## src/design/gpu_ctrl_defs.svh

```systemverilog
`ifndef GPU_CTRL_DEFS_SVH
`define GPU_CTRL_DEFS_SVH

// depth of gpu memory in 32-bit words
`define GPU_MEM_WORDS 256

// clock cycles in one unit of the launch timeout
`define GPU_TIMEOUT_UNIT 1000

// parameter words following every instruction except nop
// copies send address then byte count
// launches send kernel address then timeout
`define GPU_NUM_PARAMS 2

`endif

```

## src/design/gpu_ctrl_pkg.sv

```systemverilog
`default_nettype none

`include "gpu_ctrl_defs.svh"

package gpu_ctrl_pkg;

    // one instruction, parameter or data word
    typedef logic [31:0] gpu_word_t;

    // byte address or byte count as seen by the host
    typedef logic [31:0] gpu_addr_t;

    // word index into gpu memory
    typedef logic [$clog2(`GPU_MEM_WORDS)-1:0] mem_index_t;

    // host opcodes, a full word wide
    typedef enum logic [31:0] {
        NOP           = 32'd0,
        COPY_TO_GPU   = 32'd1,
        COPY_FROM_GPU = 32'd2,
        KERNEL_LAUNCH = 32'd3
    } host_instr_e;

    // host controller states
    typedef enum logic [2:0] {
        IDLE,
        RECV_PARAMS,
        RECEIVE_DATA,
        READ_MEM,
        SEND_DATA,
        LAUNCH
    } host_state_e;

endpackage

`default_nettype wire

```

## src/design/kernel_launcher.sv

```systemverilog
`default_nettype none

`include "gpu_ctrl_defs.svh"

module kernel_launcher (
    input  logic                    clk,
    input  logic                    rst,
    // launch handshake from the host controller
    input  logic                    launch_valid,
    input  gpu_ctrl_pkg::gpu_addr_t launch_pc,
    input  gpu_ctrl_pkg::gpu_word_t launch_timeout,
    output logic                    launch_ready,
    // kernel port
    output logic                    kernel_start,
    output gpu_ctrl_pkg::gpu_addr_t kernel_pc,
    output logic                    kernel_abort,
    input  logic                    kernel_done,
    // status
    output logic                    kernel_busy,
    output logic                    kernel_timed_out
);
    import gpu_ctrl_pkg::*;

    localparam int PRESCALE_W = $clog2(`GPU_TIMEOUT_UNIT);
    localparam logic [PRESCALE_W-1:0] PRESCALE_LAST = PRESCALE_W'(`GPU_TIMEOUT_UNIT - 1);

    // timeout in units, zero means run forever
    gpu_word_t timeout_limit;
    // completed units of busy time
    gpu_word_t unit_count;
    // cycles within the current unit
    logic [PRESCALE_W-1:0] prescale;

    logic launch_xfer;
    logic unit_tick;
    logic timeout_hit;

    // one kernel at a time
    assign launch_ready = !kernel_busy;
    assign launch_xfer  = launch_valid && launch_ready;

    assign unit_tick = (prescale == PRESCALE_LAST);
    // this edge closes the last allowed unit
    assign timeout_hit = (timeout_limit != '0) && unit_tick &&
                         (unit_count == timeout_limit - 32'd1);

    // launch registers
    always_ff @(posedge clk) begin
        if (launch_xfer) begin
            kernel_pc     <= launch_pc;
            timeout_limit <= launch_timeout;
        end
    end

    always_ff @(posedge clk or negedge rst) begin
        if (!rst) begin
            kernel_busy      <= 1'b0;
            kernel_timed_out <= 1'b0;
            kernel_start     <= 1'b0;
            kernel_abort     <= 1'b0;
            prescale         <= '0;
            unit_count       <= '0;
        end else begin
            // pulses default low
            kernel_start <= 1'b0;
            kernel_abort <= 1'b0;
            if (launch_xfer) begin
                kernel_start     <= 1'b1;
                kernel_busy      <= 1'b1;
                kernel_timed_out <= 1'b0;
                prescale         <= '0;
                unit_count       <= '0;
            end else if (kernel_busy) begin
                // done wins over a timeout in the same cycle
                if (kernel_done) begin
                    kernel_busy <= 1'b0;
                end else if (timeout_hit) begin
                    kernel_abort     <= 1'b1;
                    kernel_busy      <= 1'b0;
                    kernel_timed_out <= 1'b1;
                end else if (unit_tick) begin
                    prescale   <= '0;
                    unit_count <= unit_count + 32'd1;
                end else begin
                    prescale <= prescale + 1'b1;
                end
            end
        end
    end

endmodule

`default_nettype wire

```

## config.mk

```make
export PLATFORM = sky130hd
export DESIGN_NAME = kernel_launcher
export DESIGN_NICKNAME = d
export VERILOG_FILES = /design/src/design/gpu_ctrl_pkg.sv /design/src/design/kernel_launcher.sv
export VERILOG_INCLUDE_DIRS = /design/src /design/src/design
export SDC_FILE = /design/constraint.sdc
export NUM_CORES = 1
export LEC_CHECK = 0
export ABC_AREA = 1
export BUFFER_PORTS_ARGS = -buffer_cell sky130_fd_sc_hd__buf_2
export CORE_MARGIN = 2
export CORE_UTILIZATION = 25
export CTS_CLUSTER_SIZE = 14
export DETAILED_ROUTE_END_ITERATION = 16
export PLACE_DENSITY = 0.47
export SYNTH_ARGS = -nofsm -noshare
export SYNTH_HDL_FRONTEND = slang
export SYNTH_SLANG_ARGS = --single-unit
```

## constraint.sdc

```tcl
create_clock -name clk -period 3.47 [get_ports clk]
set_input_delay 0.1735 -clock clk [delete_from_list [all_inputs] [get_ports clk]]
set_output_delay 0.1735 -clock clk [all_outputs]
set_load 0.1 [all_outputs]
```

==> results.sh <==
export IMPL_status="finished clean"
export IMPL_max_cap_violations=0
export IMPL_place_gp_congestion=0.850
export IMPL_clk_transition_reported_paths_ns=0.08
export IMPL_regArea_um2=3070
export IMPL_cts_setup_buffers=0
export IMPL_ys_seq_area_share_pct=46.2
export IMPL_startpoint_type="register"
export IMPL_multiInputGateArea_um2=3180
export IMPL_cellPowerDensity_nw_per_um2=399
export IMPL_dr_pass1_iters=4
export IMPL_grt_pass1_wl_mm=29.9
export IMPL_end_kind="register"
export IMPL_cp_common_cell="nand2_1"
export IMPL_cts_resized_gates=0
export IMPL_fp_dieArea_um2=27900
export IMPL_dp_hpwl_mm=13.5
export IMPL_drt_iter0_drc=396
export IMPL_fill_cells=2801
export IMPL_worstReg2RegStart="timeout_limit[0]"
export IMPL_hold_path_cell_count=4
export IMPL_rsz0062_at_grt="false"
export IMPL_critPathArrivalTime_ns=3.25
export IMPL_path_cells="inv_2, ha_1, nand3_4, nor2_8, nand2_1, nor2_2, xor2_1, nand2_1, nand3_1, nor2_1, nand2_2, nand2_4, nand2_2, buf_4, nand3_2, nand2_1"
export IMPL_cts_root_buf="clkbuf_16"
export IMPL_num_vias=5625
export IMPL_path_depth=16
export IMPL_required_ns=3.77
export IMPL_drc=0
export IMPL_critical_path_max_stage_delay_ns=0.49
export IMPL_placement_cell_area_um2=7520
export IMPL_synth_avg_cell_area_um2=8.19
export IMPL_viasPerCell=4.27
export IMPL_crit_start="timeout_limit[0]"
export IMPL_fin_skew_ns=0.0115
export IMPL_critPathMaxFanout=32
export IMPL_start_util_pct=25.5
export IMPL_syn_area_um2=6650
export IMPL_r2r_end="unit_count[1]"
export IMPL_wirelength_mm=18.6
export IMPL_instances_no_fill=1318
export IMPL_synth_top_flop_cell="edfxtp_1"
export IMPL_dp_cells=1237
export IMPL_fin_nets=1050
export IMPL_r2r_slack_ns=0.53
export IMPL_crit_buf_inv=2
export IMPL_grt_util_all_layers_pct=13.5
export IMPL_ir_drop_mv=0.237
export IMPL_synth_area_leaders="edfxtp_1 29%, dfrtp_1 17%, nand2_1 15%"
export IMPL_drive_gt1_share_pct=19.7
export IMPL_synth_edf_count=64
export IMPL_crit_path_top_delay_cell="buf_4"
export IMPL_yosysUniqueCellTypes=37
export IMPL_clock_path_buffers=2
export IMPL_io_buffers=104
export IMPL_yosysTopAreaCellShare_pct=28.9
export IMPL_timing_final_max_slew_violations=0
export IMPL_worstHoldPathType="primary input to register"
export IMPL_antenna_cells=0
export IMPL_core_area_um2=26100
export IMPL_finalCriticalPeriod_ns=2.94
export IMPL_ys_ff_latch=110
export IMPL_p_leak_nw=3.62
export IMPL_netlist_instances=812
export IMPL_setup_viol=0
export IMPL_die_y_um=167
export IMPL_async_flop_share_pct=41.8
export IMPL_ff2ff_path_depth=16
export IMPL_die_x_um=167
export IMPL_grt_max_degree=63
export IMPL_antenna_found_initial=0
export IMPL_worst_slew_pin_slew_ns=0.728
export IMPL_fmax_mhz=340
export IMPL_pin_count=105
export IMPL_crit_family="simple AND/OR/NAND/NOR gates"
export IMPL_numCtsBuffers=9
export IMPL_timing_slew_headroom_pct=51.5
export IMPL_wl_per_cell_um=14.1
export IMPL_fin_tns_setup_ns=0
export IMPL_fin_area_um2=8460
export IMPL_hold_violations=0
export IMPL_h_tree_depth=3
export IMPL_cts_sinks=110
export IMPL_grt_pass1_vias=5531
export IMPL_crit_type="register to register"
export IMPL_num_rows=59
export IMPL_yosys_warnings=0
export IMPL_postRouteAntennaNets=0
export IMPL_cts_hold_buf=65
export IMPL_synth_fp_nets=884
export IMPL_yosysTopAreaCell="edfxtp_1"
export IMPL_insertion_delay_ns=0.37
export IMPL_syn_to_final_growth_pct=27.2
export IMPL_cp_endpoint="unit_count[1]"
export IMPL_grt_overflow=0
export IMPL_fin_total_pwr_mw=3.37
export IMPL_cts_tree="built"
export IMPL_fin_crit_sh_pct=84.9
## cell type report
type / count / area share [%]
clock buffers: 9 / 2.66
clock inverters: 7 / 0.725
multi-input cells: 609 / 37.5
flip-flops and latches: 110 / 36.3
well taps: 335 / 4.95
inverters: 73 / 3.27
repair buffers: 175 / 14.5
## cells in the mapped netlist, types with 4 or more instances
master / count
buf_2: 5
buf_6: 6
clkbuf_1: 7
dfrtp_1: 46
edfxtp_1: 64
ha_1: 4
inv_1: 66
inv_2: 4
nand2_1: 258
nand2_2: 5
nand3_1: 31
nand3_2: 33
nand3b_1: 11
nand4_1: 9
nor2_1: 130
nor2_2: 11
nor2_4: 5
nor3_1: 21
nor4_1: 7
o21ai_1: 4
o21ai_2: 4
xnor2_1: 19
xor2_1: 39
## per-layer routing
| metal | GRT usage [%] | up-vias | part of all wire (%) |
|---|---|---|---|
| met3 | 1.83 | 9 | 3.1 |
| met1 | 18.5 | 2605 | 49 |
| met5 | 0 | - | 0 |
| met4 | 3.60 | 0 | 0.97 |
| met2 | 22.4 | 88 | 47 |
| li1 | - | 2923 | - |
## kinds of logic (layout without fill, tap and decap cells)
family | count (synthesis) | count (layout) | synth area share, %
and+or+nand+nor | 529 | 529 | 37.2
DFF | 110 | 110 | 46.2
buffers and inverters | 93 | 264 | 6.04
xor gates and xnor gates | 59 | 59 | 7.98
AOI/OAI and AO/OA | 17 | 17 | 1.79
adders and majority gates | 4 | 4 | 0.753
## through the flow
stage | setup WS [ns] | hold slack, ns | util (%)
6_report | 0.525 | 0.135 | 32.5
5_1_grt | 0.273 | 0.161 | 32.5
4_1_cts | 0.513 | 0.134 | 32.5
3_5_place_dp | 0.544 | 0.268 | 28.9
3_3_place_gp | 0.617 | 0.271 | 28.9
2_1_floorplan | 0.322 | -0.122 | -
## layout by cell type, fill, tap and decap left out, types with 4 or more instances in the layout
cell type | synthesis | layout
buf_2 | 5 | 104
buf_4 | 0 | 5
clkbuf_16 | 0 | 9
dfrtp_1 | 46 | 46
dlygate4sd3_1 | 0 | 65
edfxtp_1 | 64 | 64
ha_1 | 4 | 4
inv_1 | 66 | 66
inv_2 | 4 | 4
inv_6 | 0 | 4
nand2_1 | 258 | 257
nand2_2 | 5 | 6
nand3_1 | 31 | 31
nand3_2 | 33 | 33
nand3b_1 | 11 | 11
nand4_1 | 9 | 9
nor2_1 | 130 | 130
nor2_2 | 11 | 11
nor2_4 | 5 | 5
nor3_1 | 21 | 21
nor4_1 | 7 | 7
o21ai_1 | 4 | 4
o21ai_2 | 4 | 4
xnor2_1 | 19 | 19
xor2_1 | 39 | 39
## report_power, final
group          switching (mW)  total [mW]  internal (mW)
sequential             0.0743        1.57           1.49
combinational           0.547       0.760          0.213
clock                   0.542        1.05          0.507
## worst register-to-register path: stages, from the launching register on
cell      delay (ns)
edfxtp_1        0.43
inv_2           0.12
ha_1            0.24
nand3_4         0.15
nor2_8          0.19
nand2_1         0.13
nor2_2          0.20
xor2_1          0.17
nand2_1         0.07
nand3_1         0.10
nor2_1          0.06
nand2_2         0.12
nand2_4         0.09
nand2_2         0.10
buf_4           0.49
nand3_2         0.12
nand2_1         0.09
## registers in the layout, indices dropped and copies added, names as in the netlist
register          flops
timeout_limit        32
unit_count           32
kernel_abort          1
kernel_start          1
kernel_timed_out      1
kernel_pc            32
kernel_busy           1
prescale             10
## how the worst min path moves through the flow
stage / from / end / slack, ns
2_1_floorplan: rst / kernel_abort / -0.12
3_3_place_gp: rst / kernel_abort / 0.27
3_5_place_dp: rst / kernel_abort / 0.27
4_1_cts: kernel_done / kernel_abort / 0.13
5_1_grt: kernel_done / kernel_abort / 0.16
6_report: kernel_done / kernel_abort / 0.14
No activity file was read; power rests on OpenSTA's default activity.
