[src/design/gpu_ctrl_defs.svh]
`ifndef GPU_CTRL_DEFS_SVH
`define GPU_CTRL_DEFS_SVH

// depth of gpu memory in 32-bit words
`define GPU_MEM_WORDS 256

// clock cycles in one unit of the launch timeout
`define GPU_TIMEOUT_UNIT 1000

// parameter words following every instruction except nop
// copies send address then byte count
// launches send kernel address then timeout
`define GPU_NUM_PARAMS 2

`endif

[src/design/gpu_ctrl_pkg.sv]
`default_nettype none

`include "gpu_ctrl_defs.svh"

package gpu_ctrl_pkg;

    // one instruction, parameter or data word
    typedef logic [31:0] gpu_word_t;

    // byte address or byte count as seen by the host
    typedef logic [31:0] gpu_addr_t;

    // word index into gpu memory
    typedef logic [$clog2(`GPU_MEM_WORDS)-1:0] mem_index_t;

    // host opcodes, a full word wide
    typedef enum logic [31:0] {
        NOP           = 32'd0,
        COPY_TO_GPU   = 32'd1,
        COPY_FROM_GPU = 32'd2,
        KERNEL_LAUNCH = 32'd3
    } host_instr_e;

    // host controller states
    typedef enum logic [2:0] {
        IDLE,
        RECV_PARAMS,
        RECEIVE_DATA,
        READ_MEM,
        SEND_DATA,
        LAUNCH
    } host_state_e;

endpackage

`default_nettype wire

[src/design/host_controller.sv]
`default_nettype none

`include "gpu_ctrl_defs.svh"

module host_controller (
    input  logic                     clk,
    input  logic                     rst,
    // instruction channel
    input  logic                     instr_valid,
    input  gpu_ctrl_pkg::host_instr_e instr,
    output logic                     instr_ready,
    output logic                     instr_error,
    // parameter and copy-in channel
    input  logic                     in_valid,
    input  gpu_ctrl_pkg::gpu_word_t  in_data,
    output logic                     in_ready,
    // copy-out channel
    output logic                     out_valid,
    output gpu_ctrl_pkg::gpu_word_t  out_data,
    input  logic                     out_ready,
    // memory write port
    output logic                     mem_we,
    output gpu_ctrl_pkg::mem_index_t mem_waddr,
    output gpu_ctrl_pkg::gpu_word_t  mem_wdata,
    // memory read port
    output logic                     mem_re,
    output gpu_ctrl_pkg::mem_index_t mem_raddr,
    input  gpu_ctrl_pkg::gpu_word_t  mem_rdata,
    // launch handshake
    output logic                     launch_valid,
    output gpu_ctrl_pkg::gpu_addr_t  launch_pc,
    output gpu_ctrl_pkg::gpu_word_t  launch_timeout,
    input  logic                     launch_ready
);
    import gpu_ctrl_pkg::*;

    localparam int PARAM_POS_W = $clog2(`GPU_NUM_PARAMS);
    localparam logic [PARAM_POS_W-1:0] LAST_PARAM = PARAM_POS_W'(`GPU_NUM_PARAMS - 1);

    host_state_e state;
    host_state_e state_next;

    // opcode latched when the instruction is taken
    host_instr_e opcode;

    // parameter words in arrival order
    gpu_word_t params [`GPU_NUM_PARAMS];
    logic [PARAM_POS_W-1:0] param_pos;

    // current byte address and exclusive end of the copy
    // compare against the end instead of counting down
    gpu_addr_t data_addr;
    gpu_addr_t end_addr;
    gpu_addr_t addr_next;

    logic instr_xfer;
    logic instr_known;
    logic in_xfer;
    logic out_xfer;
    logic last_param;

    // byte address to word index, low two bits dropped
    // upper bits wrap modulo memory depth
    function automatic mem_index_t to_index(input gpu_addr_t byte_addr);
        return byte_addr[$bits(mem_index_t)+1:2];
    endfunction

    assign instr_xfer = instr_valid && instr_ready;
    assign in_xfer    = in_valid && in_ready;
    assign out_xfer   = out_valid && out_ready;
    assign last_param = (param_pos == LAST_PARAM);
    assign addr_next  = data_addr + 32'd4;

    // opcodes that take parameters
    always_comb begin
        case (instr)
            COPY_TO_GPU, COPY_FROM_GPU, KERNEL_LAUNCH: instr_known = 1'b1;
            default: instr_known = 1'b0;
        endcase
    end

    always_comb begin
        state_next = state;
        case (state)
            IDLE: begin
                // nop and unknown opcodes stay here
                if (instr_xfer && instr_known) begin
                    state_next = RECV_PARAMS;
                end
            end
            RECV_PARAMS: begin
                if (in_xfer && last_param) begin
                    // final word is the count or the timeout
                    case (opcode)
                        COPY_TO_GPU: begin
                            state_next = (in_data == '0) ? IDLE : RECEIVE_DATA;
                        end
                        COPY_FROM_GPU: begin
                            state_next = (in_data == '0) ? IDLE : READ_MEM;
                        end
                        KERNEL_LAUNCH: begin
                            state_next = LAUNCH;
                        end
                        default: begin
                            state_next = IDLE;
                        end
                    endcase
                end
            end
            RECEIVE_DATA: begin
                if (in_xfer && (addr_next == end_addr)) begin
                    state_next = IDLE;
                end
            end
            READ_MEM: begin
                // read data is back in the next cycle
                state_next = SEND_DATA;
            end
            SEND_DATA: begin
                if (out_xfer) begin
                    state_next = (addr_next == end_addr) ? IDLE : READ_MEM;
                end
            end
            LAUNCH: begin
                // launcher holds us off while a kernel runs
                if (launch_ready) begin
                    state_next = IDLE;
                end
            end
            default: begin
                state_next = IDLE;
            end
        endcase
    end

    // control state
    always_ff @(posedge clk or negedge rst) begin
        if (!rst) begin
            state       <= IDLE;
            param_pos   <= '0;
            instr_ready <= 1'b0;
            in_ready    <= 1'b0;
            out_valid   <= 1'b0;
            instr_error <= 1'b0;
        end else begin
            state <= state_next;
            // handshake flags follow the next state
            instr_ready <= (state_next == IDLE);
            in_ready    <= (state_next == RECV_PARAMS) || (state_next == RECEIVE_DATA);
            out_valid   <= (state_next == SEND_DATA);
            // one-cycle pulse for a dropped opcode
            instr_error <= instr_xfer && !instr_known && (instr != NOP);
            if (instr_xfer) begin
                param_pos <= '0;
            end else if (in_xfer && (state == RECV_PARAMS)) begin
                param_pos <= param_pos + 1'b1;
            end
        end
    end

    // payload registers
    always_ff @(posedge clk) begin
        if (instr_xfer) begin
            opcode <= instr;
        end
        if (in_xfer && (state == RECV_PARAMS)) begin
            params[param_pos] <= in_data;
            if (last_param) begin
                data_addr <= params[0];
                end_addr  <= params[0] + in_data;
            end
        end
        // step one word per transfer
        if (mem_we || out_xfer) begin
            data_addr <= addr_next;
        end
    end

    // copy-in writes on the transfer edge
    assign mem_we    = (state == RECEIVE_DATA) && in_xfer;
    assign mem_waddr = to_index(data_addr);
    assign mem_wdata = in_data;

    // copy-out reads then waits in send_data
    assign mem_re    = (state == READ_MEM);
    assign mem_raddr = to_index(data_addr);
    // memory keeps its read register until the next read
    assign out_data  = mem_rdata;

    assign launch_valid   = (state == LAUNCH);
    assign launch_pc      = params[0];
    assign launch_timeout = params[LAST_PARAM];

endmodule

`default_nettype wire

[config.mk]
export PLATFORM = sky130hd
export DESIGN_NAME = host_controller
export DESIGN_NICKNAME = d
export VERILOG_FILES = /design/src/design/gpu_ctrl_pkg.sv /design/src/design/host_controller.sv
export VERILOG_INCLUDE_DIRS = /design/src /design/src/design
export SDC_FILE = /design/constraint.sdc
export NUM_CORES = 1
export LEC_CHECK = 0
export ABC_AREA = 0
export BUFFER_PORTS_ARGS = -buffer_cell sky130_fd_sc_hd__buf_2
export CORE_ASPECT_RATIO = 1.5
export CORE_UTILIZATION = 33
export CTS_CLUSTER_SIZE = 10
export DETAILED_ROUTE_END_ITERATION = 12
export SLEW_MARGIN = 15
export SYNTH_ARGS = -nofsm -noshare
export SYNTH_HDL_FRONTEND = slang
export SYNTH_SLANG_ARGS = --single-unit
[constraint.sdc]
create_clock -name clk -period 4.2 [get_ports clk]
set_input_delay 0.42 -clock clk [delete_from_list [all_inputs] [get_ports clk]]
set_output_delay 0.42 -clock clk [all_outputs]
set_load 0.01 [all_outputs]
==> results.json <==
{
  "clock_sinks": 168,
  "synthTopCellsByCount": "160 x edfxtp_1, 80 x buf_4, 67 x nor2_1",
  "fin_crit_ps": 3760,
  "antenna_cells": 0,
  "area_delta_synth_final_pct": 14.7,
  "hold_buffers": 1,
  "async_reset_ff_share_pct": 4.76,
  "fin_crit_sh_pct": 89.6,
  "tns_ps": 0,
  "dp_hpwl_um": 18600,
  "arrival_ps": 4130,
  "instances_no_fill": 1278,
  "max_cap_viol_count": 0,
  "rsz0062_at_grt": "false",
  "r2r_end": "in_ready",
  "r2r_setup_slack_ps": 440,
  "syn_area_per_cell_um2": 11.6,
  "num_vias": 6542,
  "cp.required_ps": 4560,
  "cts_root_buffer": "clkbuf_16",
  "netlist_instances": 801,
  "violations": "DRC",
  "grt_first_pass_wirelength_um": 37200,
  "cp-end-kind": "flop",
  "port_buffers": 188,
  "min_path_type": "in -> reg",
  "first_pass_iters": 11,
  "startpoint": "data_addr[11]",
  "post-route-util_pct": 38.9,
  "worst-r2r-cell-count": 9,
  "die-area_um2": 28800,
  "synth_fp_nets": 936,
  "cts_made_buffers": 17,
  "critical_path_class": "reg -> reg",
  "place_ws_ps": 492,
  "grt_pass1_vias": 6671,
  "synth_ff_type": "edfxtp_1",
  "start_kind": "flop",
  "syn_area_um2": 9280,
  "route.detailed.drc": 11,
  "drv_slew": 0,
  "placed_cells": 1245,
  "vdd.ir_drop.worst_v": 0.000301,
  "relSlewSlack_pct": 35.9,
  "drt_iter0_markers": 374,
  "start_util_pct": 33.9,
  "via_per_inst": 5.12,
  "fin_nets": 1058,
  "clk_latency_ps": 450,
  "grt_max_degree": 49,
  "setup_violations": 0,
  "cts_tree": "done",
  "grt_usage_pct": 17.0,
  "cp_max_fo": 6,
  "antenna_left": 0,
  "report.final.hold_viol_count": 0,
  "leakage_nw": 4.02,
  "row_count": 74,
  "post_drt_wl_per_cell_um": 18.8,
  "fillCellCount": 2693,
  "hold_ws_ps": 157,
  "ios": 253,
  "p_per_area_nw_per_um2": 334,
  "core_area_um2": 27400,
  "fin_skew_ps": 11.5,
  "synth_edf_count": 160,
  "drt-total-wl_um": 24100,
  "clockBufferDepth": 2,
  "yosysSeqAreaShare_pct": 53.9,
  "worst_pin_slew_ps": 959,
  "clk_pin_slew_ps": 70,
  "synth.most_common_cell": "edfxtp_1",
  "synthTopCellsByArea": "edfxtp_1 52%, buf_4 6.5%, xnor2_1 5.1%",
  "synth_area_leader_cell": "edfxtp_1",
  "cp-endpoint": "in_ready",
  "fmax_mhz": 266,
  "synth_top_cell_area_share_pct": 51.8,
  "timing.rr.start": "data_addr[11]",
  "status": "complete, but fails checks",
  "htree_levels": 4,
  "gp_congestion": 0.874,
  "grt_antenna_before_repair": 0,
  "yosys_register_bits": 168,
  "cts_resized": 0,
  "worst_slack_ps": 438,
  "die_h_um": 207,
  "ys_warn_count": 0,
  "yosysUniqueCellTypes": 60,
  "drive_gt1_share_pct": 26.1,
  "grt-ovfl-total": 0,
  "die_x_um": 139,
  "post-cts-setup-buffers": 0
}
[where the power goes]
| part | switching (W) | internal [W] | total, W | leakage, nW |
|---|---|---|---|---|
| logic | 0.000133 | 0.0000984 | 0.000231 | 2.20 |
| clock network | 0.000702 | 0.000770 | 0.00147 | 0.254 |
| registers | 0.00000488 | 0.00185 | 0.00186 | 1.57 |
| total | 0.000840 | 0.00272 | 0.00356 | 4.02 |
[area by class of cell]
| type | instances | area, um2 | area share, % |
|---|---|---|---|
| tap | 342 | 428 | 4.02 |
| sequential | 168 | 5000 | 47.0 |
| multi-input combinational | 529 | 3600 | 33.8 |
| timing repair buffer | 196 | 1030 | 9.66 |
| inverter | 11 | 41.3 | 0.388 |
| clock buffer | 19 | 433 | 4.07 |
| clock inverter | 13 | 111 | 1.05 |
[cells by family (layout without fill, tap and decap cells)]
family	count (synthesis)	in the layout	share of synthesized area, %
adders and majority gates	33	33	4.53
AOI/OAI and AO/OA	144	144	9.77
buffers and inverters	104	239	7.50
xor gates and xnor gates	85	85	8.47
DFF	168	168	53.9
muxes	7	7	0.849
and+or+nand+nor	260	260	15.0
[critical path, cell delays in order (launching register included)]
cell,delay [ps]
edfxtp_1,490
nand4_2,200
or3_1,490
nor4_2,500
xor2_1,120
or4_1,410
or4_1,550
or4_4,480
mux2_4,320
nor3_2,130
[cells in the final DEF (no fill, tap or decap), types with 5 or more instances in the layout]
cell | synthesis | routed
nand2_1 | 37 | 36
and2_1 | 7 | 7
o2111ai_1 | 5 | 5
buf_4 | 80 | 5
nor2b_1 | 11 | 10
buf_2 | 4 | 188
nor4_1 | 26 | 26
edfxtp_1 | 160 | 160
inv_6 | 0 | 5
nor2_1 | 67 | 67
inv_1 | 11 | 10
o21a_1 | 5 | 5
nand4_1 | 18 | 18
o21ai_0 | 17 | 16
nand3_1 | 19 | 19
o21bai_1 | 5 | 5
dfrtp_1 | 8 | 8
nand3b_1 | 5 | 5
and3_1 | 9 | 9
a21oi_1 | 60 | 60
ha_1 | 32 | 32
xnor2_1 | 54 | 54
nand2b_1 | 12 | 12
or4_1 | 7 | 7
a21o_1 | 17 | 17
xor2_1 | 28 | 28
clkbuf_16 | 0 | 17
a211oi_1 | 6 | 6
and4_1 | 5 | 5
nor3_1 | 19 | 19
[flip-flops by register name, summed over array words and instances, names as in the netlist, 3 cells and up]
name and count:
params 64, data_addr 32, end_addr 32, opcode 32, state 3
[how the worst min path moves through the flow]
stage | startpoint | end | slack, ps | cells after the start
6_report | instr[7] | opcode[7] | 160 | 1
5_1_grt | instr[7] | opcode[7] | 140 | 1
4_1_cts | instr[7] | opcode[7] | 140 | 1
3_5_place_dp | rst | state[2] | 280 | 1
3_3_place_gp | rst | state[2] | 290 | 1
2_1_floorplan | rst | in_ready | 120 | 0
[per-stage QoR]
step	power, W	area, um2
finish	0.00356	10600
global placement	0.00212	10100
CTS	0.00359	10600
floorplan	0.00207	9280
detailed placement	0.00212	10100
global route	0.00368	10600
[metal layers]
metal	GRT usage [%]	wire length [um]	vias to the layer above
met4	8.35	732	0
li1	-	-	3177
met2	31.5	12900	192
met5	0	0	-
met3	3.60	1050	37
met1	18.3	9420	3136
Note: power is estimated with default switching activity, not from simulation.
